--- src/include/wbx_params.svh ---
/*
 * Bus widths, address map and board I/O register offsets
 */
`ifndef WBX_PARAMS_SVH
`define WBX_PARAMS_SVH

// Bus widths
`define WBX_DATA_W	32
`define WBX_ADDR_W	26
`define WBX_SEL_W	4

// Block RAM, 1K words at word address 0x400
`define WBX_BRAM_AW	10
`define WBX_BRAM_BASE	26'h0000400

// Board I/O, 16 words at the bottom of the map
`define WBX_IO_BASE	26'h0000000
`define WBX_IO_AW	4

// Top address bit selects the external RAM
`define WBX_EXTRAM_BIT	25

// Board I/O contents
`define WBX_LED_W	4
`define WBX_IO_LED	4'h0
`define WBX_IO_SW	4'h1
`define WBX_IO_ERRADDR	4'h2

`endif

--- src/rtl/wbx_pkg.sv ---
/*
 * Shared bus vector types and slave-select encoding
 */
`default_nettype none

`include "wbx_params.svh"

package wbx_pkg;

	// Bus field vectors
	typedef logic [`WBX_DATA_W-1:0] wb_data_t;
	typedef logic [`WBX_ADDR_W-1:0] wb_addr_t;
	typedef logic [`WBX_SEL_W-1:0] wb_sel_t;

	// Slave-local vectors
	typedef logic [`WBX_BRAM_AW-1:0] bram_addr_t;
	typedef logic [`WBX_LED_W-1:0] led_t;

	// Decoder result
	typedef enum logic [1:0] {
		SEL_NONE,
		SEL_IO,
		SEL_BRAM,
		SEL_EXTRAM
	} slave_sel_e;

endpackage

`default_nettype wire

--- src/rtl/wb_addr_decode.sv ---
/*
 * Slave address decoder and default slave for unmapped accesses
 */
`timescale 1ns/10ps
`default_nettype none

`include "wbx_params.svh"

module wb_addr_decode import wbx_pkg::*; (
	input wire logic i_clk,
	input wire logic i_rst_n,
	input wire logic i_cyc,
	input wire logic i_stb,
	input wire wb_addr_t i_addr,
	output logic o_io_stb,
	output logic o_bram_stb,
	output logic o_ram_stb,
	output logic o_none_ack
);

	localparam wb_addr_t BRAM_BASE = `WBX_BRAM_BASE;
	localparam wb_addr_t IO_BASE = `WBX_IO_BASE;

	slave_sel_e slave_sel;
	logic req;

	// Map check, external RAM bit wins over everything
	always_comb
	begin
		if (i_addr[`WBX_EXTRAM_BIT])
			slave_sel = SEL_EXTRAM;
		else if (i_addr[`WBX_ADDR_W-1:`WBX_BRAM_AW]
				== BRAM_BASE[`WBX_ADDR_W-1:`WBX_BRAM_AW])
			slave_sel = SEL_BRAM;
		else if (i_addr[`WBX_ADDR_W-1:`WBX_IO_AW]
				== IO_BASE[`WBX_ADDR_W-1:`WBX_IO_AW])
			slave_sel = SEL_IO;
		else
			slave_sel = SEL_NONE;
	end

	assign req = i_cyc && i_stb;

	// Strobes straight through to the slaves
	assign o_io_stb = req && (slave_sel == SEL_IO);
	assign o_bram_stb = req && (slave_sel == SEL_BRAM);
	assign o_ram_stb = req && (slave_sel == SEL_EXTRAM);

	// Default slave answers a cycle later, same as the on-chip slaves
	always_ff @(posedge i_clk or negedge i_rst_n)
	begin
		if (!i_rst_n)
			o_none_ack <= 1'b0;
		else
			o_none_ack <= req && (slave_sel == SEL_NONE);
	end

endmodule

`default_nettype wire

--- config.mk ---
export PLATFORM = sky130hd
export DESIGN_NAME = wb_addr_decode
export DESIGN_NICKNAME = d
export VERILOG_FILES = /design/src/rtl/wbx_pkg.sv /design/src/rtl/wb_addr_decode.sv
export VERILOG_INCLUDE_DIRS = /design/src /design/src/include
export SDC_FILE = /design/constraint.sdc
export NUM_CORES = 1
export LEC_CHECK = 0
export BUFFER_PORTS_ARGS = -buffer_cell sky130_fd_sc_hd__buf_4
export CELL_PAD_IN_SITES_DETAIL_PLACEMENT = 0
export CELL_PAD_IN_SITES_GLOBAL_PLACEMENT = 1
export CORE_MARGIN = 2
export CORE_UTILIZATION = 10
export CTS_CLUSTER_DIAMETER = 200
export CTS_CLUSTER_SIZE = 24
export DETAILED_ROUTE_END_ITERATION = 10
export GPL_TIMING_DRIVEN = 0
export PLACE_DENSITY_LB_ADDON = 0.15
export SLEW_MARGIN = 20
export SYNTH_ARGS = -nofsm -noshare
export SYNTH_HDL_FRONTEND = slang
export SYNTH_SLANG_ARGS = --single-unit
export TNS_END_PERCENT = 100
--- constraint.sdc ---
create_clock -name i_clk -period 0.8 [get_ports i_clk]
set_clock_uncertainty 0.05 [all_clocks]
set_input_delay 0.08 -clock i_clk [delete_from_list [all_inputs] [get_ports i_clk]]
set_output_delay 0.08 -clock i_clk [all_outputs]
set_load 0.01 [all_outputs]
* After elaboration in Yosys (flattened, before gate mapping)
Cells that the tools add are included.
Word-level totals: bits in registers 1, output and inout port bits 4, logic and storage cells 15
Cells by class: equal/unequal tests 4, mux-type cells 3, reduce and logical (&&, ||, !) cells 7
Operator list (number):
- 22-bit zero test | 1
- 16-bit by 1-bit equality test with 1-bit output (second input constant) | 1
- 1-bit logical AND | 5
- 2-bit equality test (second input constant) | 2
- 2-bit 2-to-1 mux | 2
- 2-bit by 1-bit equality test with 1-bit output (second input constant) | 1
- 2-bit zero test | 1
- 1-bit 2-to-1 mux | 1

* Longest topological paths before layout
word-level depth 6, gate-level depth with buffers 3, mapped depth without buffers 3

* Worst setup path after synthesis
Ideal clock, no wire load.
kind input -> output, start input i_addr[15], end output o_bram_stb, arrival time 0.778 ns, data required time 0.670 ns, slack -0.108 ns, cell stages on the path 3, path buffers 0, cell sequence nor4_2 nand4_1 nor3_1
Between the ends: cells in the longest elaborated chain, start to end 6
Ends and longest elaborated chain:
- start: declaration | line wb_addr_decode.sv:14 | input wire wb_addr_t i_addr,
- 22-bit zero test | line wb_addr_decode.sv:35 | else if (i_addr[`WBX_ADDR_W-1:`WBX_IO_AW]
- 1-bit 2-to-1 mux | line wb_addr_decode.sv:35
- 2-bit 2-to-1 mux * | line wb_addr_decode.sv:32 | else if (i_addr[`WBX_ADDR_W-1:`WBX_BRAM_AW]
- 2-bit 2-to-1 mux * | line wb_addr_decode.sv:30 | if (i_addr[`WBX_EXTRAM_BIT])
- 2-bit equality test * | line wb_addr_decode.sv:46 | assign o_bram_stb = req && (slave_sel == SEL_BRAM);
- 1-bit logical AND * | line wb_addr_decode.sv:46
- end: declaration | line wb_addr_decode.sv:16 | output logic o_bram_stb,
Every way passes the cells marked *; elsewhere a longest branch is shown, timed or not.

* Worst setup path in the final report
Same ends and word-level chain as after synthesis.

==> flow_metrics.py <==
metrics = {
    "outcome": {
        "status": "complete, but fails checks",
        "violations": "negative setup slack",
    },
    "hold_path": {
        "hold_class": "in -> reg",
        "min_path_cells": 3,
        "worst_hold_startpoint": "i_addr[25]",
        "hold_end": "o_none_ack",
    },
    "synth": {
        "synth.avg_cell_area_um2": 7.88,
        "yosys-top-cells-area": "nor4_2 28%, dfrtp_1 19%, nor3_1 7.5%, nor3_2 7.5%, nor2_1 5.6%",
        "yosys-top-cells-count": "3 x nor4_2, 2 x nor2_1, 2 x nor3_1",
        "yosys_warnings": 0,
        "yosysMostFrequentCell": "nor4_2",
        "syn-cell-area_um2": 134,
        "synthDistinctLibCells": 13,
        "synth-edff-count": 0,
        "synth-seq-cells": 1,
        "synthFlopType": "dfrtp_1",
        "synth_fp_nets": 47,
        "synth_top_area_share_pct": 28.0,
        "async_flop_share_pct": 100,
        "ys_seq_area_share_pct": 18.7,
        "yosysTopAreaCell": "nor4_2",
        "netlist_instances": 17,
    },
    "route": {
        "drtIter0Drc": 0,
        "top_layer": "met3",
        "drt-met1-wl_um": 194,
        "dr_wl_met3_um": 88,
        "vias": 267,
        "wl_met2_um": 368,
        "routed_wirelength_um": 651,
        "post_drt_via_cell_ratio": 4.31,
        "drtPass1Iterations": 1,
        "wl_per_cell_um": 10.5,
        "ant_nets": 0,
        "drcViolationCount": 0,
    },
    "global_routing": {
        "grt_pass1_vias": 247,
        "antenna_found_initial": 0,
        "grt_pass1_wl_um": 910,
        "grt_use_total_pct": 7.67,
        "grt_start_max_net_pins": 4,
        "grt_overflow": 0,
    },
    "power_and_ir_drop": {
        "p_sw_uw": 54.1,
        "p_int_uw": 161,
        "powerDensity_nw_per_um2": 488,
        "pwr-share-seq_pct": 25.0,
        "swShare_pct": 25.1,
        "p_comb_share_pct": 75.0,
        "pwr-share-clk_pct": 0,
        "ir_drop_mv": 0.328,
        "p_leak_uw": 0.000199,
    },
    "cts": {
        "postCtsSetupBuffers": 0,
        "clk_pin_slew_ps": 0,
    },
    "finish": {
        "post-route-util_pct": 34.8,
        "drive_gt1_share_pct": 76.6,
        "syn2layout_area_growth_pct": 230,
        "nNetsFinal": 79,
        "fin_area_um2": 442,
        "regMostFlops": "o_none_ack",
        "largest_registers": "o_none_ack x1",
        "antenna_cells": 0,
        "num-fill-cells": 146,
        "stdcell_count": 62,
        "largest_reg_flops": 1,
    },
    "die": {
        "pin_count": 34,
        "die_w_um": 40.6,
        "start_util_pct": 10.6,
        "dieArea_um2": 1650,
        "fp-row-count": 13,
        "die_h_um": 40.6,
        "core_area_um2": 1270,
    },
    "sta": {
        "fin_crit_sh_pct": 138,
        "finalSetupViolCount": 3,
        "max_freq_ghz": 0.909,
        "worst_pin_slew_ps": 270,
        "min_period_ps": 1100,
        "rsz0062_at_grt": "true",
        "drv_slew": 0,
        "whs_ps": 317,
        "relSlewSlack_pct": 81.8,
        "finalHoldViolCount": 0,
        "setup_slack_ps": -300,
    },
    "place": {
        "port_buffers": 29,
        "place_congestion": 0.536,
        "dpl-instance-area_um2": 399,
        "dp_cells": 61,
    },
    "critical_path": {
        "critPathKind": "in -> out",
        "cp.arrival_ps": 970,
        "startpoint": "i_addr[15]",
        "worstPathRequired_ps": 670,
        "end_kind": "output port",
        "path_max_fanout": 3,
        "start_kind": "input port",
    },
    "job": {
        "drv_cap": 0,
    },
}
[worst max path at each step]
stage | endpoint | slack (ps)
global route | o_bram_stb | -420
detailed placement | o_bram_stb | -340
global placement | o_bram_stb | -320
floorplan | o_none_ack | -60
finish | o_bram_stb | -300
CTS | o_io_stb | -340
[repair_timing]
item / CTS / global route
pin swaps: 3 / 3
resized for setup: 6 / 1
endpoints found under the setup margin: 3 / 3
hold endpoints to repair: 1 / 0
hold buffers: 1 / 0
[worst max-delay path, stage by stage]
cell and delay [ps]:
buf_6 90, nor4_4 250, nand4_1 220, nor3_2 170, buf_4 150
[final cells by class]
class	instances	area [µm²]	share of cell area, %
Timing Repair Buffer	30	246	55.8
Multi-Input combinational cell	15	148	33.4
Sequential cell	1	25.0	5.67
Tap cell	15	18.8	4.25
Inverter	1	3.75	0.850
[cells by family (layout without fill, tap and decap cells)]
group,after synthesis,in the layout,synth area share [%]
compound gates,2,2,9.34
buf+inv,1,31,2.80
flops,1,1,18.7
simple gates,13,13,69.2
[layout by cell type (no fill, tap or decap)]
cell type and count:
nand4_1 1, nor2_1 2, inv_1 1, buf_4 24, o21a_1 1, nor3_2 3, nor4_4 3, and3_1 1
a21oi_1 1, nand3_1 1, dlygate4sd3_1 1, nor4_2 1, nand2_1 1, buf_6 5, dfrtp_1 1
[routing by layer]
metal	vias up	global-route usage, %
met5	-	0
met4	0	0
met3	0	0.556
met2	15	14.7
met1	124	9.65
li1	128	-
[power groups by stage]
stage	registers (µW)	clock network, µW	logic [µW]
5_1_grt	54.2	0	176
2_1_floorplan	55.0	0	23.2
3_3_place_gp	53.8	0	140
6_report	54.0	0	162
4_1_cts	54.0	0	162
3_5_place_dp	54.0	0	144
[stage by stage]
stage | setup WS, ps | power, µW | TNS [ps]
finish | -300 | 215 | -851
global route | -416 | 230 | -1160
CTS | -341 | 216 | -930
detailed placement | -344 | 198 | -984
global placement | -318 | 194 | -915
floorplan | -61.2 | 78.2 | -128
(Power assumes the default switching activity.)
