`src/include/wbx_params.svh`:
```
/*
 * Bus widths, address map and board I/O register offsets
 */
`ifndef WBX_PARAMS_SVH
`define WBX_PARAMS_SVH

// Bus widths
`define WBX_DATA_W	32
`define WBX_ADDR_W	26
`define WBX_SEL_W	4

// Block RAM, 1K words at word address 0x400
`define WBX_BRAM_AW	10
`define WBX_BRAM_BASE	26'h0000400

// Board I/O, 16 words at the bottom of the map
`define WBX_IO_BASE	26'h0000000
`define WBX_IO_AW	4

// Top address bit selects the external RAM
`define WBX_EXTRAM_BIT	25

// Board I/O contents
`define WBX_LED_W	4
`define WBX_IO_LED	4'h0
`define WBX_IO_SW	4'h1
`define WBX_IO_ERRADDR	4'h2

`endif

```
`src/rtl/wbx_pkg.sv`:
```
/*
 * Shared bus vector types and slave-select encoding
 */
`default_nettype none

`include "wbx_params.svh"

package wbx_pkg;

	// Bus field vectors
	typedef logic [`WBX_DATA_W-1:0] wb_data_t;
	typedef logic [`WBX_ADDR_W-1:0] wb_addr_t;
	typedef logic [`WBX_SEL_W-1:0] wb_sel_t;

	// Slave-local vectors
	typedef logic [`WBX_BRAM_AW-1:0] bram_addr_t;
	typedef logic [`WBX_LED_W-1:0] led_t;

	// Decoder result
	typedef enum logic [1:0] {
		SEL_NONE,
		SEL_IO,
		SEL_BRAM,
		SEL_EXTRAM
	} slave_sel_e;

endpackage

`default_nettype wire

```
`src/rtl/wb_if.sv`:
```
/*
 * Pipelined Wishbone bundle with master and slave modports
 */
`timescale 1ns/10ps
`default_nettype none

interface wb_if import wbx_pkg::*; ();

	// Request side, driven by the master
	logic cyc;
	logic stb;
	logic we;
	wb_addr_t addr;
	wb_data_t data;
	wb_sel_t sel;

	// Response side, driven by the slave
	logic ack;
	logic stall;
	logic err;
	wb_data_t rdata;

	modport master (output cyc, stb, we, addr, data, sel,
		input ack, stall, err, rdata);
	modport slave (input cyc, stb, we, addr, data, sel,
		output ack, stall, err, rdata);

endinterface

`default_nettype wire

```
`src/rtl/wb_return_path.sv`:
```
/*
 * Registered response merge, bus-error detection, error-address capture
 */
`timescale 1ns/10ps
`default_nettype none

`include "wbx_params.svh"

module wb_return_path import wbx_pkg::*; (
	input wire logic i_clk,
	input wire logic i_rst_n,
	wb_if.slave bus,
	input wire logic i_io_ack,
	input wire wb_data_t i_io_data,
	input wire logic i_bram_ack,
	input wire wb_data_t i_bram_data,
	input wire logic i_ram_ack,
	input wire wb_data_t i_ram_data,
	input wire logic i_ram_err,
	input wire logic i_ram_stall,
	input wire logic i_none_ack,
	output wb_addr_t o_err_addr
);

	logic [3:0] resp;
	logic multi_resp;
	logic err_now;
	logic ack_now;
	logic r_ack;
	logic r_err;
	wb_data_t r_data;
	wb_addr_t r_addr_d;

	// One bit per responder
	assign resp = {i_ram_ack | i_ram_err, i_bram_ack, i_io_ack, i_none_ack};
	// More than one bit set
	assign multi_resp = (resp & (resp - 4'd1)) != 4'd0;
	assign err_now = multi_resp || i_none_ack || i_ram_err;
	assign ack_now = (|resp) && !err_now;

	always_ff @(posedge i_clk or negedge i_rst_n)
	begin
		if (!i_rst_n)
		begin
			r_ack <= 1'b0;
			r_err <= 1'b0;
			o_err_addr <= '0;
		end
		else
		begin
			r_ack <= bus.cyc && ack_now;
			r_err <= bus.cyc && err_now;
			// Address of the request that just failed
			if (bus.cyc && err_now)
				o_err_addr <= r_addr_d;
		end
	end

	// Read data, external RAM first
	always_ff @(posedge i_clk)
	begin
		if (i_ram_ack)
			r_data <= i_ram_data;
		else if (i_bram_ack)
			r_data <= i_bram_data;
		else
			r_data <= i_io_data;
	end

	// Address one cycle behind, lines up with single-cycle slaves
	always_ff @(posedge i_clk)
	begin
		if (bus.stb && !bus.stall)
			r_addr_d <= bus.addr;
	end

	assign bus.ack = r_ack;
	assign bus.err = r_err;
	assign bus.rdata = r_data;
	// Only the external RAM can stall
	assign bus.stall = bus.stb && bus.addr[`WBX_EXTRAM_BIT] && i_ram_stall;

endmodule

`default_nettype wire

```
`src/flat_wrapper.sv`:
```
// flat-port wrapper written by rule: the top's interface ports become plain ports
module wb_return_path_flat import wbx_pkg::*;
  (i_clk, i_rst_n, i_io_ack, i_io_data, i_bram_ack, i_bram_data, i_ram_ack, i_ram_data, i_ram_err, i_ram_stall, i_none_ack, o_err_addr, bus_cyc, bus_stb, bus_we, bus_addr, bus_data, bus_sel, bus_ack, bus_stall, bus_err, bus_rdata);
  wb_if bus_i ();
  input wire logic i_clk;
  input wire logic i_rst_n;
  input wire logic i_io_ack;
  input wire wb_data_t i_io_data;
  input wire logic i_bram_ack;
  input wire wb_data_t i_bram_data;
  input wire logic i_ram_ack;
  input wire wb_data_t i_ram_data;
  input wire logic i_ram_err;
  input wire logic i_ram_stall;
  input wire logic i_none_ack;
  output wb_addr_t o_err_addr;
  input wire logic [$bits(bus_i.cyc)-1:0] bus_cyc;
  input wire logic [$bits(bus_i.stb)-1:0] bus_stb;
  input wire logic [$bits(bus_i.we)-1:0] bus_we;
  input wire logic [$bits(bus_i.addr)-1:0] bus_addr;
  input wire logic [$bits(bus_i.data)-1:0] bus_data;
  input wire logic [$bits(bus_i.sel)-1:0] bus_sel;
  output wire logic [$bits(bus_i.ack)-1:0] bus_ack;
  output wire logic [$bits(bus_i.stall)-1:0] bus_stall;
  output wire logic [$bits(bus_i.err)-1:0] bus_err;
  output wire logic [$bits(bus_i.rdata)-1:0] bus_rdata;
  assign bus_i.cyc = bus_cyc;
  assign bus_i.stb = bus_stb;
  assign bus_i.we = bus_we;
  assign bus_i.addr = bus_addr;
  assign bus_i.data = bus_data;
  assign bus_i.sel = bus_sel;
  assign bus_ack = bus_i.ack;
  assign bus_stall = bus_i.stall;
  assign bus_err = bus_i.err;
  assign bus_rdata = bus_i.rdata;
  wb_return_path u_core (.i_clk(i_clk), .i_rst_n(i_rst_n), .bus(bus_i), .i_io_ack(i_io_ack), .i_io_data(i_io_data), .i_bram_ack(i_bram_ack), .i_bram_data(i_bram_data), .i_ram_ack(i_ram_ack), .i_ram_data(i_ram_data), .i_ram_err(i_ram_err), .i_ram_stall(i_ram_stall), .i_none_ack(i_none_ack), .o_err_addr(o_err_addr));
endmodule
```
`config.mk`:
```
export PLATFORM = sky130hd
export DESIGN_NAME = wb_return_path_flat
export DESIGN_NICKNAME = d
export VERILOG_FILES = /design/src/rtl/wbx_pkg.sv /design/src/rtl/wb_if.sv /design/src/rtl/wb_return_path.sv /design/src/flat_wrapper.sv
export VERILOG_INCLUDE_DIRS = /design/src /design/src/include
export SDC_FILE = /design/constraint.sdc
export NUM_CORES = 1
export LEC_CHECK = 0
export CORE_MARGIN = 4
export CORE_UTILIZATION = 40
export CTS_CLUSTER_SIZE = 14
export DETAILED_ROUTE_END_ITERATION = 8
export DONT_BUFFER_PORTS = 1
export GPL_TIMING_DRIVEN = 0
export SETUP_SLACK_MARGIN = 0.5
export SYNTH_ARGS = -nofsm -noshare
export SYNTH_HDL_FRONTEND = slang
export SYNTH_SLANG_ARGS = --single-unit
```
`constraint.sdc`:
```
create_clock -name i_clk -period 2.2 [get_ports i_clk]
set_input_delay 0.33 -clock i_clk [delete_from_list [all_inputs] [get_ports i_clk]]
set_output_delay 0.33 -clock i_clk [all_outputs]
set_load 0.03 [all_outputs]
```
After elaboration in Yosys (flattened, before gate mapping)
Index checks and enable logic that the tools add are counted.
W data, S select, Z words.
{ "word_totals": {"register_bits": 86, "in_bits": 169, "elab_cells": 22, "out_inout_bits": 61} }
{ "classes": {"bitwise": 2, "n_mux": 2, "add_sub_neg": 1, "n_reduce_logical": 12} }
{ "ops": {"columns": ["op", "n"], "rows": [
  ["$mux W32", 2],
  ["$logic_and A1 B1 Y1", 6],
  ["$and A4 B4 Y4", 1],
  ["$reduce_bool A4 Y1", 1],
  ["$reduce_or A4 Y1", 1],
  ["$sub A4 B1 Y4 const B", 1],
  ["$logic_not A1 Y1", 2],
  ["$logic_or A1 B1 Y1", 2],
  ["$or A1 B1 Y1", 1]
]} }

Longest topological paths before layout
{ "depth": {"ltp_word": 9, "ltp_mapped": 5, "depth_no_buf": 3} }

Worst setup path after synthesis
No wires, ideal clock.
{ "synth_path": {"path_kind": "input port to flip-flop", "startpoint": "input port bus_stb", "endpoint": "register u_core.r_addr_d[0] (enable)", "required_ns": 1.751, "slack_ns": -0.530, "t_arrival_ns": 2.280, "setup_ns": 0.449, "stages": 1, "n_path_buf": 0, "cell_sequence": "a21boi_0"} }
{ "synth_via": {"elab_chain_cells": 4} }
{ "synth_lines": {"columns": ["item", "line", "rtl"], "rows": [
  ["start: declaration", "flat_wrapper.sv:18", "input wire logic [$bits(bus_i.stb)-1:0] bus_stb;"],
  ["$logic_and A1 B1 Y1 (2 in series)", "wb_return_path.sv:81", "assign bus.stall = bus.stb && bus.addr[`WBX_EXTRAM_BIT] && i_ram_stall;"],
  ["$logic_not A1 Y1", "wb_return_path.sv:73", "if (bus.stb && !bus.stall)"],
  ["$logic_and A1 B1 Y1 *", "wb_return_path.sv:73", null],
  ["end signal: assignment", "wb_return_path.sv:74", "r_addr_d <= bus.addr;"],
  ["end: declaration", "wb_return_path.sv:32", "wb_addr_t r_addr_d;"]
]} }
Every way passes the cells marked *; elsewhere a longest branch is shown, timed or not.
A chain may end at the register's enable or synchronous reset.

Final worst setup path
{ "layout_path": {"startpoint": "input port i_bram_ack", "endpoint": "register u_core.o_err_addr[23]"} }
{ "layout_via": {"elab_chain_cells": 6} }
{ "layout_lines": {"columns": ["item", "line", "rtl"], "rows": [
  ["start: declaration", "flat_wrapper.sv:9", "input wire logic i_bram_ack;"],
  ["$sub A4 B1 Y4", "wb_return_path.sv:37", "assign multi_resp = (resp & (resp - 4'd1)) != 4'd0;"],
  ["$and A4 B4 Y4 *", "wb_return_path.sv:37", null],
  ["$reduce_bool A4 Y1 *", "wb_return_path.sv:37", null],
  ["$logic_or A1 B1 Y1 * (2 in series)", "wb_return_path.sv:38", "assign err_now = multi_resp || i_none_ack || i_ram_err;"],
  ["$logic_and A1 B1 Y1 *", "wb_return_path.sv:54", "if (bus.cyc && err_now)"],
  ["end signal: assignment", "wb_return_path.sv:55", "o_err_addr <= r_addr_d;"],
  ["end: declaration", "wb_return_path.sv:22", "output wb_addr_t o_err_addr"]
]} }
Marks and branches as above.

==> impl_metrics.json <==
{
  "cp_max_fo": 10,
  "setup.worst_path.class": "in2reg",
  "r2r_cells": 1,
  "path_buf_inv": 2,
  "netlist_instances": 230,
  "yosysTopAreaCell": "edfxtp_1",
  "initial_core_util_pct": 41.13,
  "hold_path_end": "u_core.bus.ack$_DFF_PN0_",
  "yosys_warnings": 0,
  "power_frac_comb_pct": 7.2,
  "p_seq_share_pct": 61.9,
  "pre_cts_ws_ns": 0.1917,
  "maxSlewViolCount": 0,
  "fmax_mhz": 618.2,
  "clk_pin_slew_worst_paths_ns": 0.09,
  "hp-class": "in2reg",
  "port_buffers": 0,
  "wl_per_cell_um": 20.13,
  "power_mw": 3.497,
  "dpl.hpwl_um": 5491,
  "peakVddDrop_uv": 303.4,
  "area_growth_syn_to_layout_pct": 12.27,
  "synthTopCellsByArea": "edfxtp_1, dfrtp_1, dfxtp_1",
  "intPower_mw": 2.487,
  "drt_first_pass_iters": 3,
  "die-area_um2": 9391,
  "first_iter_violations": 40,
  "fin_area_um2": 3550,
  "path_delay_family": "compound AO/OA/AOI/OAI gates",
  "setup_viol": 0,
  "worstPathArrival_ns": 1.85,
  "netSwitchingFraction_pct": 28.88,
  "diodes": 0,
  "final_cells": 350,
  "max_cap_violations": 0,
  "syn_area_um2": 3162,
  "finalHoldViolations": 0,
  "synth_top_area_share_pct": 24.69,
  "dpl.cell_count": 332,
  "grt_pass1_wl_um": 10750,
  "htree_levels": 3,
  "p_clk_share_pct": 30.9,
  "utilization_pct": 46.18,
  "hold_depth": 1,
  "status": "finished, final reports clean",
  "drive_above_1_share_pct": 20.16,
  "tightest_slew_ns": 0.8946,
  "remaining_drc_errors": 0,
  "rsz0062_at_grt": "false",
  "grt_pass1_vias": 1940,
  "grt_max_degree": 29,
  "hold_buffers": 2,
  "leakage_nw": 1.452,
  "cp.required_ns": 2.43,
  "die-width_um": 96.91,
  "cts_resized": 0,
  "fin_ws_ns": 0.5824,
  "ys_seq_elements": 86,
  "fin_worst_skew_ns": 0.003974,
  "cts_buffer_depth": 2,
  "r2r-start": "u_core.o_err_addr[13]$_DFFE_PN0P_",
  "r2r_setup_slack_ns": 1.25,
  "syn_area_per_cell_um2": 13.75,
  "die_y_um": 96.91,
  "fin_setup_tns_ns": 0,
  "holdCritStartpoint": "i_ram_err",
  "ant_nets": 0,
  "holdWs_ns": 0.05733,
  "fin_crit_sh_pct": 73.53,
  "p_sw_mw": 1.010,
  "fin_crit_ns": 1.618,
  "power.density_nw_per_um2": 985.1,
  "gp_congestion": 0.7460,
  "slew_headroom_pct": 40.21,
  "crit_path_end_kind": "flop",
  "timing.rr.end": "u_core.o_err_addr[13]$_DFFE_PN0P_",
  "vias_per_cell": 5.137,
  "nNetsFinal": 412,
  "dpl_cell_area_um2": 3318,
  "slowest_delay_ns": 0.49,
  "cts_made_buffers": 9,
  "ys_seq_area_share_pct": 67.12,
  "rows": 32,
  "cts_root_buffer": "clkbuf_8",
  "num_vias": 1798,
  "core-area_um2": 7687,
  "cts_setup_buffers": 0,
  "num_io_pins": 230,
  "wirelength_um": 7045,
  "synth_cell_types": 18,
  "worstSetupStartpointType": "input port",
  "grt-ovfl-total": 0,
  "clock_sinks": 86,
  "clk-insertion-delay-late_ns": 0.34,
  "grt.total_usage_pct": 14.85,
  "crit_slowest_cell": "o31ai_4",
  "synth_nets": 399,
  "path_cells": "buf_8, maj3_2, o31ai_4, buf_6, mux2_2",
  "antenna_found_initial": 0,
  "cts_tree": "done"
}
-- sequential cells by signal, summed over array words and instances (netlist names) --
name,count
u_core.bus.ack,1
u_core.bus.err,1
u_core.bus.rdata,32
u_core.o_err_addr,26
u_core.r_addr_d,26
-- power groups by stage --
| stage | logic (mW) | clock network (mW) | registers [mW] |
|---|---|---|---|
| 2_1_floorplan | 0.201 | 0 | 2.17 |
| 5_1_grt | 0.284 | 1.19 | 2.18 |
| 6_report | 0.251 | 1.08 | 2.16 |
| 3_5_place_dp | 0.242 | 0 | 2.21 |
| 3_3_place_gp | 0.231 | 0 | 2.20 |
| 4_1_cts | 0.258 | 1.12 | 2.17 |
-- placed cells by master, fill, tap and decap left out --
master          n
clkinv_1        1
mux2_4          2
mux2_1          1
buf_6           2
o21ai_0        34
o31ai_4         1
inv_1           1
xor2_1          1
buf_8           1
buf_2           3
clkinv_2        1
clkinvlp_4      1
buf_12          1
dlygate4sd3_1   1
maj3_2          1
inv_6           1
edfxtp_1       26
dfxtp_1        32
a21boi_4        1
mux2_2         23
dfrtp_1        28
clkbuf_8       11
nand2_1        32
nor4b_1         1
and3_1          1
mux2i_1        32
clkbuf_16       1
clkbuf_1        7
-- synthesized netlist by cell type --
cell type,number
maj3_2,1
mux2i_1,32
dfrtp_1,28
o21ai_0,34
buf_6,2
inv_1,1
and3_1,1
buf_2,4
clkbuf_1,7
xor2_1,1
dfxtp_1,32
nor4b_1,1
mux2_1,1
o31ai_4,1
mux2_2,25
nand2_1,32
a21boi_0,1
edfxtp_1,26
-- area by class of cell --
class	count	area, µm²
multi-input cells	130	985.9
well taps	102	127.6
fillers	722	4138
repair buffers	2	30.03
clock buffers	12	176.4
plain buffers	13	78.83
inverters	1	3.754
clock inverters	4	25.02
flip-flops and latches	86	2122
-- cell families (layout without fill, tap and decap cells) --
kind of cell               Yosys count  count (layout)  synth area share [%]
xor gates and xnor gates             1               1                0.2771
DFF                                 86              86                 67.11
adders and majority gates            1               1                0.3561
and+or+nand+nor                     34              34                 4.274
AOI/OAI and AO/OA                   36              36                 6.292
buffers and inverters               14              32                 2.295
muxes                               58              58                 19.39
-- routing by layer --
| metal | vias to the layer above | GRT usage (%) | wire length, µm |
|---|---|---|---|
| li1 | 840 | - | - |
| met1 | 845 | 16.30 | 2571 |
| met2 | 106 | 25.21 | 3650 |
| met3 | 7 | 6.273 | 739 |
| met4 | 0 | 6.156 | 83 |
| met5 | - | 0 | 0 |
-- how the worst max path moves through the flow --
stage / slack, ns / end / cells past startpoint / startpoint
after floorplan: 0.42 / u_core.o_err_addr[10]$_DFFE_PN0P_ / 5 / i_bram_ack
after global placement: 0.23 / u_core.o_err_addr[15]$_DFFE_PN0P_ / 5 / i_bram_ack
after detailed placement: 0.19 / u_core.o_err_addr[23]$_DFFE_PN0P_ / 5 / i_bram_ack
after CTS: 0.57 / u_core.o_err_addr[23]$_DFFE_PN0P_ / 5 / i_bram_ack
after global routing: 0.52 / u_core.o_err_addr[18]$_DFFE_PN0P_ / 5 / i_bram_ack
final: 0.58 / u_core.o_err_addr[23]$_DFFE_PN0P_ / 5 / i_bram_ack
No activity file was read; power rests on OpenSTA's default activity.
