===== config.mk =====
export PLATFORM = sky130hd
export DESIGN_NAME = wb_priority_arbiter_flat
export DESIGN_NICKNAME = d
export VERILOG_FILES = /design/src/rtl/wbx_pkg.sv /design/src/rtl/wb_if.sv /design/src/rtl/wb_priority_arbiter.sv /design/src/flat_wrapper.sv
export VERILOG_INCLUDE_DIRS = /design/src /design/src/include
export SDC_FILE = /design/constraint.sdc
export NUM_CORES = 1
export LEC_CHECK = 0
export BUFFER_PORTS_ARGS = -buffer_cell sky130_fd_sc_hd__clkbuf_2
export CAP_MARGIN = 20
export CORE_AREA = 2 2 118 120
export DETAILED_ROUTE_END_ITERATION = 7
export DIE_AREA = 0 0 120 122
export PLACE_DENSITY = 0.44
export RECOVER_POWER = 100
export SLEW_MARGIN = 20
export SYNTH_ARGS = -nofsm -noshare
export SYNTH_HDL_FRONTEND = slang
export SYNTH_SLANG_ARGS = --single-unit

===== constraint.sdc =====
create_clock -name i_clk -period 1.5 [get_ports i_clk]
set_input_delay 0.225 -clock i_clk [delete_from_list [all_inputs] [get_ports i_clk]]
set_output_delay 0.225 -clock i_clk [all_outputs]
set_load 0.05 [all_outputs]

===== src/include/wbx_params.svh =====
/*
 * Bus widths, address map and board I/O register offsets
 */
`ifndef WBX_PARAMS_SVH
`define WBX_PARAMS_SVH

// Bus widths
`define WBX_DATA_W	32
`define WBX_ADDR_W	26
`define WBX_SEL_W	4

// Block RAM, 1K words at word address 0x400
`define WBX_BRAM_AW	10
`define WBX_BRAM_BASE	26'h0000400

// Board I/O, 16 words at the bottom of the map
`define WBX_IO_BASE	26'h0000000
`define WBX_IO_AW	4

// Top address bit selects the external RAM
`define WBX_EXTRAM_BIT	25

// Board I/O contents
`define WBX_LED_W	4
`define WBX_IO_LED	4'h0
`define WBX_IO_SW	4'h1
`define WBX_IO_ERRADDR	4'h2

`endif


===== src/rtl/wbx_pkg.sv =====
/*
 * Shared bus vector types and slave-select encoding
 */
`default_nettype none

`include "wbx_params.svh"

package wbx_pkg;

	// Bus field vectors
	typedef logic [`WBX_DATA_W-1:0] wb_data_t;
	typedef logic [`WBX_ADDR_W-1:0] wb_addr_t;
	typedef logic [`WBX_SEL_W-1:0] wb_sel_t;

	// Slave-local vectors
	typedef logic [`WBX_BRAM_AW-1:0] bram_addr_t;
	typedef logic [`WBX_LED_W-1:0] led_t;

	// Decoder result
	typedef enum logic [1:0] {
		SEL_NONE,
		SEL_IO,
		SEL_BRAM,
		SEL_EXTRAM
	} slave_sel_e;

endpackage

`default_nettype wire


===== src/rtl/wb_if.sv =====
/*
 * Pipelined Wishbone bundle with master and slave modports
 */
`timescale 1ns/10ps
`default_nettype none

interface wb_if import wbx_pkg::*; ();

	// Request side, driven by the master
	logic cyc;
	logic stb;
	logic we;
	wb_addr_t addr;
	wb_data_t data;
	wb_sel_t sel;

	// Response side, driven by the slave
	logic ack;
	logic stall;
	logic err;
	wb_data_t rdata;

	modport master (output cyc, stb, we, addr, data, sel,
		input ack, stall, err, rdata);
	modport slave (input cyc, stb, we, addr, data, sel,
		output ack, stall, err, rdata);

endinterface

`default_nettype wire


===== src/rtl/wb_priority_arbiter.sv =====
/*
 * Two-master fixed-priority Wishbone arbiter, CPU first
 */
`timescale 1ns/10ps
`default_nettype none

module wb_priority_arbiter import wbx_pkg::*; (
	input wire logic i_clk,
	input wire logic i_rst_n,
	wb_if.slave cpu,
	wb_if.slave host,
	wb_if.master bus
);

	// Bus held by an owner since last cycle
	logic r_busy;
	logic r_owner_cpu;
	logic sel_cpu;

	// Idle bus goes to the CPU if it asks, or if nobody else does
	assign sel_cpu = r_busy ? r_owner_cpu : (cpu.cyc || !host.cyc);

	always_ff @(posedge i_clk or negedge i_rst_n)
	begin
		if (!i_rst_n)
		begin
			r_busy <= 1'b0;
			r_owner_cpu <= 1'b1;
		end
		else
		begin
			// Ownership lasts until the owner drops cyc
			r_busy <= bus.cyc;
			r_owner_cpu <= sel_cpu;
		end
	end

	//////////////////////////////////////////////////////////////////////
	// Request mux
	//////////////////////////////////////////////////////////////////////
	assign bus.cyc = sel_cpu ? cpu.cyc : host.cyc;
	assign bus.stb = sel_cpu ? cpu.stb : host.stb;
	assign bus.we = sel_cpu ? cpu.we : host.we;
	assign bus.addr = sel_cpu ? cpu.addr : host.addr;
	assign bus.data = sel_cpu ? cpu.data : host.data;
	assign bus.sel = sel_cpu ? cpu.sel : host.sel;

	//////////////////////////////////////////////////////////////////////
	// Responses, only to the owner
	//////////////////////////////////////////////////////////////////////
	// Stale responses after cyc falls are dropped
	assign cpu.ack = sel_cpu && cpu.cyc && bus.ack;
	assign cpu.err = sel_cpu && cpu.cyc && bus.err;
	assign host.ack = !sel_cpu && host.cyc && bus.ack;
	assign host.err = !sel_cpu && host.cyc && bus.err;

	// Read data shared, qualified by ack
	assign cpu.rdata = bus.rdata;
	assign host.rdata = bus.rdata;

	// Losing master sees a permanent stall
	assign cpu.stall = !sel_cpu || bus.stall;
	assign host.stall = sel_cpu || bus.stall;

endmodule

`default_nettype wire


===== src/flat_wrapper.sv =====
// flat-port wrapper written by rule: the top's interface ports become plain ports
module wb_priority_arbiter_flat import wbx_pkg::*;
  (i_clk, i_rst_n, cpu_cyc, cpu_stb, cpu_we, cpu_addr, cpu_data, cpu_sel, cpu_ack, cpu_stall, cpu_err, cpu_rdata, host_cyc, host_stb, host_we, host_addr, host_data, host_sel, host_ack, host_stall, host_err, host_rdata, bus_cyc, bus_stb, bus_we, bus_addr, bus_data, bus_sel, bus_ack, bus_stall, bus_err, bus_rdata);
  wb_if cpu_i ();
  wb_if host_i ();
  wb_if bus_i ();
  input wire logic i_clk;
  input wire logic i_rst_n;
  input wire logic [$bits(cpu_i.cyc)-1:0] cpu_cyc;
  input wire logic [$bits(cpu_i.stb)-1:0] cpu_stb;
  input wire logic [$bits(cpu_i.we)-1:0] cpu_we;
  input wire logic [$bits(cpu_i.addr)-1:0] cpu_addr;
  input wire logic [$bits(cpu_i.data)-1:0] cpu_data;
  input wire logic [$bits(cpu_i.sel)-1:0] cpu_sel;
  output wire logic [$bits(cpu_i.ack)-1:0] cpu_ack;
  output wire logic [$bits(cpu_i.stall)-1:0] cpu_stall;
  output wire logic [$bits(cpu_i.err)-1:0] cpu_err;
  output wire logic [$bits(cpu_i.rdata)-1:0] cpu_rdata;
  input wire logic [$bits(host_i.cyc)-1:0] host_cyc;
  input wire logic [$bits(host_i.stb)-1:0] host_stb;
  input wire logic [$bits(host_i.we)-1:0] host_we;
  input wire logic [$bits(host_i.addr)-1:0] host_addr;
  input wire logic [$bits(host_i.data)-1:0] host_data;
  input wire logic [$bits(host_i.sel)-1:0] host_sel;
  output wire logic [$bits(host_i.ack)-1:0] host_ack;
  output wire logic [$bits(host_i.stall)-1:0] host_stall;
  output wire logic [$bits(host_i.err)-1:0] host_err;
  output wire logic [$bits(host_i.rdata)-1:0] host_rdata;
  output wire logic [$bits(bus_i.cyc)-1:0] bus_cyc;
  output wire logic [$bits(bus_i.stb)-1:0] bus_stb;
  output wire logic [$bits(bus_i.we)-1:0] bus_we;
  output wire logic [$bits(bus_i.addr)-1:0] bus_addr;
  output wire logic [$bits(bus_i.data)-1:0] bus_data;
  output wire logic [$bits(bus_i.sel)-1:0] bus_sel;
  input wire logic [$bits(bus_i.ack)-1:0] bus_ack;
  input wire logic [$bits(bus_i.stall)-1:0] bus_stall;
  input wire logic [$bits(bus_i.err)-1:0] bus_err;
  input wire logic [$bits(bus_i.rdata)-1:0] bus_rdata;
  assign cpu_i.cyc = cpu_cyc;
  assign cpu_i.stb = cpu_stb;
  assign cpu_i.we = cpu_we;
  assign cpu_i.addr = cpu_addr;
  assign cpu_i.data = cpu_data;
  assign cpu_i.sel = cpu_sel;
  assign cpu_ack = cpu_i.ack;
  assign cpu_stall = cpu_i.stall;
  assign cpu_err = cpu_i.err;
  assign cpu_rdata = cpu_i.rdata;
  assign host_i.cyc = host_cyc;
  assign host_i.stb = host_stb;
  assign host_i.we = host_we;
  assign host_i.addr = host_addr;
  assign host_i.data = host_data;
  assign host_i.sel = host_sel;
  assign host_ack = host_i.ack;
  assign host_stall = host_i.stall;
  assign host_err = host_i.err;
  assign host_rdata = host_i.rdata;
  assign bus_cyc = bus_i.cyc;
  assign bus_stb = bus_i.stb;
  assign bus_we = bus_i.we;
  assign bus_addr = bus_i.addr;
  assign bus_data = bus_i.data;
  assign bus_sel = bus_i.sel;
  assign bus_i.ack = bus_ack;
  assign bus_i.stall = bus_stall;
  assign bus_i.err = bus_err;
  assign bus_i.rdata = bus_rdata;
  wb_priority_arbiter u_core (.i_clk(i_clk), .i_rst_n(i_rst_n), .cpu(cpu_i), .host(host_i), .bus(bus_i));
endmodule

# After elaboration in Yosys (flattened, before gate mapping)
# Cells that the tools add are included.
dict set report word_totals {
  register_bits 2
  inputBits 167
  output_inout_bits 135
  elab_cells 20
}
dict set report classes {
  muxes 7
  n_reduce_logical 11
}
# cell count
set ops {}
lappend ops {{32-bit two-way mux} 1}
lappend ops {{26-bit two-way mux} 1}
lappend ops {{1-bit logical AND} 6}
lappend ops {{1-bit two-way mux} 4}
lappend ops {{4-bit two-way mux} 1}
lappend ops {{1-bit logical OR} 3}
lappend ops {{1-bit logical NOT} 2}

# Longest topological paths before layout
dict set report logic_depth {
  depth_word 6
  depth_mapped 5
  ltp_nobuf 3
}

# Worst setup path after synthesis
# Ideal clock, no wire load.
dict set report synth_path {
  path_type {register to output}
  startpoint {register u_core.r_owner_cpu}
  endpoint {output bus_addr[0]}
  arrival_time_ns 1.600
  required_time_ns 1.275
  setup_slack_ns -0.325
  stages_incl_launch_ff 6
  path_buffers 2
  cell_sequence {dfstp_2 -> nand2b_1 -> o31ai_4 -> buf_4 -> buf_6 -> mux2_1}
}
dict set report synth_between {
  elab_chain_cells 2
}
# element line
set synth_lines {}
lappend synth_lines {{start, declared} wb_priority_arbiter.sv:17} ;# logic r_owner_cpu;
lappend synth_lines {{start signal, assigned} wb_priority_arbiter.sv:34} ;# r_owner_cpu <= sel_cpu;
lappend synth_lines {{1-bit two-way mux} wb_priority_arbiter.sv:21} ;# assign sel_cpu = r_busy ? r_owner_cpu : (cpu.cyc || !host.cyc);
lappend synth_lines {{26-bit two-way mux} wb_priority_arbiter.sv:44} ;# assign bus.addr = sel_cpu ? cpu.addr : host.addr;
lappend synth_lines {{end, declared} flat_wrapper.sv:32} ;# output wire logic [$bits(bus_i.addr)-1:0] bus_addr;
# Every way passes these cells.

# Worst setup path after layout
dict set report layout_path {
  startpoint {register u_core.r_owner_cpu}
  endpoint {output bus_data[13]}
}
dict set report layout_between {
  elab_chain_cells 2
}
# element line
set layout_lines {}
lappend layout_lines {{1-bit two-way mux} wb_priority_arbiter.sv:21}
lappend layout_lines {{32-bit two-way mux} wb_priority_arbiter.sv:45} ;# assign bus.data = sel_cpu ? cpu.data : host.data;
lappend layout_lines {{end, declared} flat_wrapper.sv:33} ;# output wire logic [$bits(bus_i.data)-1:0] bus_data;
# Every way passes these cells.

==> impl_metrics.yaml <==
yosys:
  synth_top_family_by_area: "multiplexers"
  synth-simple-area-share_pct: 4.34
  synth_top_area_cell: "buf_4"
  synth_cell_types: 17
  synthCells: 155
  synth_nets: 322
  synth_edf_count: 0
  synth_mux_area_share_pct: 51.1
  ys_seq_area_share_pct: 3.63
  synthArstFlopShare_pct: 100
  yosysMostFrequentCell: "buf_4"
  synth-xor-area-share_pct: 0
  synthTopCellsByCount: "buf_4 (65), mux2_2 (37), mux2_1 (27), nor2_1 (4)"
  syn-cell-area_um2: 1410
  synth_compound_area_share_pct: 1.86
  synth_seq_cells: 2
  synth_top_area_share_pct: 34.6
  yosysWarningCount: 0
  synth.area.top_cells: "buf_4 (35%), mux2_2 (30%), mux2_1 (22%), buf_6 (2.4%), dfstp_2 (1.9%)"
  synthFlopType: "dfstp_2"
  synth_fa_ha_area_share_pct: 0
  synth.avg_cell_area_um2: 9.11
floorplanning:
  start_util_pct: 10.5
  io_pins: 302
  core_area_um2: 13500
  die_h_um: 122
  dieArea_um2: 14600
  die_w_um: 120
  num_rows: 43
critical_path:
  worst_path_most_repeated_cell: "buf_12"
  worstPathCellList: "nand2b_4, o31ai_4, buf_12, buf_12, mux2_4, buf_12"
  reg2regPathDepth: 10
  r2r-start: "u_core.r_busy$_DFF_PN0_"
  critPathMaxFanout: 8
  reg2reg_to: "u_core.r_busy$_DFF_PN0_"
  cpPeakStageDelay_ns: 0.52
  crit_path_start: "u_core.r_owner_cpu$_DFF_PN1_"
  crit_slowest_cell: "dfstp_2"
  crit_path_end_kind: "primary output"
  cp.arrival_ns: 1.76
  cp.required_ns: 1.27
  critPathKind: "flop to primary output"
  cp-endpoint: "bus_data[13]"
  rrSetupSlack_ns: -0.11
  worst_setup_path_start_kind: "flop"
sta:
  hold_ws_ns: 0.350
  tightest_slew_ns: 0.262
  fin_crit_sh_pct: 132
  hold_viol_final: 0
  fin_ws_ns: -0.481
  slew_headroom_pct: 82.6
  period_minus_slack_ns: 1.98
  fin_skew_ns: 0.00424
  timing.fmax_mhz: 505
  rsz0062_at_grt: "true"
  finalMaxSlewViolations: 0
  finalSetupViolCount: 72
routing:
  via_per_inst: 3.47
  initialDrtViolationCount: 29
  drt_pass1_iterations: 3
  antenna_left: 0
  routedWlPerCell_um: 13.6
  wirelength_mm: 6.76
  route.detailed.drc: 0
  num_vias: 1731
status:
  status: "finished, violations left"
  violations: "setup timing"
global_routing:
  grt_overflow: 0
  grt_pass1_vias: 1785
  gr-usage-all-layers_pct: 7.34
  grtUsageMet1_pct: 8.39
  antenna_found_initial: 0
  use_met3_pct: 1.92
  grt_max_degree: 20
  top_usage_layer: "met2"
  grt_util_met2_pct: 13.9
  grt_pass1_wl_mm: 8.73
clock_network:
  clk_pin_slew_ns: 0.03
  cts_sinks: 2
  clk_path_buf_depth: 2
  cts_tree: "built"
  numCtsBuffers: 3
  clock-root-buffer: "clkbuf_16"
  clk_latency_ns: 0.22
  cts_htree_levels: 1
cells_and_area:
  diodes: 0
  drive_gt1_share_pct: 97.5
  nets: 487
  area_growth_pct: 162
  nFillCells: 1389
placement:
  portBuffers: 205
  dpl_worst_slack_ns: -0.361
  gp_congestion: 0.758
  hpwl_mm: 4.15
power:
  p_int_mw: 1.97
  ir_drop_uv: 596
  powerDensity_nw_per_um2: 968
  leakagePower_nw: 1.91
  p_clk_share_pct: 11.6
  switching_share_pct: 45.0
  seq_power_share_pct: 2.1
  combPwrFrac_pct: 86.3
  p_switching_mw: 1.61
hold_path:
  hp-class: "input port to async pin"
run:
  cap_violations: 0
## worst min path at each step
stage	startpoint	endpoint	slack (ns)	cells after the start
2_1_floorplan	i_rst_n	u_core.r_busy$_DFF_PN0_	-0.07	0
3_3_place_gp	i_rst_n	u_core.r_busy$_DFF_PN0_	0.02	1
3_5_place_dp	i_rst_n	u_core.r_busy$_DFF_PN0_	0.02	1
4_1_cts	i_rst_n	u_core.r_busy$_DFF_PN0_	0.32	2
5_1_grt	i_rst_n	u_core.r_busy$_DFF_PN0_	0.38	2
6_report	i_rst_n	u_core.r_busy$_DFF_PN0_	0.35	2
## what timing repair did
item | 4_1_cts | 5_1_grt
resized for setup | 175 | 95
cloned | 3 | 7
buffers inserted | 8 | 2
pin swaps | 4 | 5
setup endpoints to repair | 71 | 72
hold endpoints to repair | 2 | 0
hold buffers | 1 | 0
## cell type report
cell class                 instances  area [um2]  area share (%)
clock buffer                       4        78.8            2.13
inverter                           4        15.0           0.407
multi-input combinational         78        1130            30.7
sequential                         2        51.3            1.39
tap                              180         225            6.10
timing repair buffer             231        2190            59.3
## layout by cell type, fill, tap and decap left out
cell	instances
clkbuf_8	4
clkbuf_2	133
nand3_4	1
or2_4	1
nand2_4	1
clkbuf_16	13
clkbuf_1	2
dlygate4sd3_1	1
mux2_4	64
o31ai_4	1
inv_1	3
buf_8	62
buf_6	4
nor2_2	1
nor2_4	2
nor2_1	1
and3_4	2
dfstp_2	1
inv_2	1
dfrtp_1	1
nand2b_4	3
buf_12	4
a21oi_4	1
buf_4	9
buf_16	3
## worst max-delay path, delay by kind of cell (launching register included)
family                 cells  cell delay [ns]
buffers and inverters      3             0.46
DFF                        1             0.52
AOI/OAI and AO/OA          1             0.08
and+or+nand+nor            1             0.13
muxes                      1             0.32
## kinds of logic after synthesis
logic type,Yosys count
AO/OA/AOI/OAI,2
buffers and inverters,75
flip-flops,2
multiplexers,64
AND/OR/NAND/NOR,12
## metrics by stage
| step | utilization [%] | cells | TNS (ns) | area [um2] | total power [mW] |
|---|---|---|---|---|---|
| detailed placement | 17.2 | 476 | -19.72 | 2320 | 2.03 |
| floorplan | - | 155 | -6.30 | 1540 | 2.05 |
| finish | 27.4 | 499 | -30.69 | 3690 | 3.58 |
| global placement | 17.2 | 476 | -18.61 | 2320 | 2.01 |
| global route | 27.4 | 499 | -34.97 | 3690 | 3.71 |
| CTS | 24.5 | 491 | -32.89 | 3310 | 3.15 |
## flip-flops by register name, summed over array words and instances (netlist names)
signal,cells
u_core.r_busy,1
u_core.r_owner_cpu,1
## per-layer routing
layer	up-vias	routed length [um]
li1	794	-
met1	818	2550
met2	113	3650
met3	6	529
met4	0	37
met5	-	0
## power by group through the flow
stage	logic, mW	clock network [mW]	registers, mW
final	3.09	0.415	0.0746
after global routing	3.21	0.426	0.0758
after CTS	2.65	0.418	0.0749
after detailed placement	1.95	0	0.0746
after global placement	1.94	0	0.0735
after floorplan	1.98	0	0.0757
(Power assumes the default switching activity.)
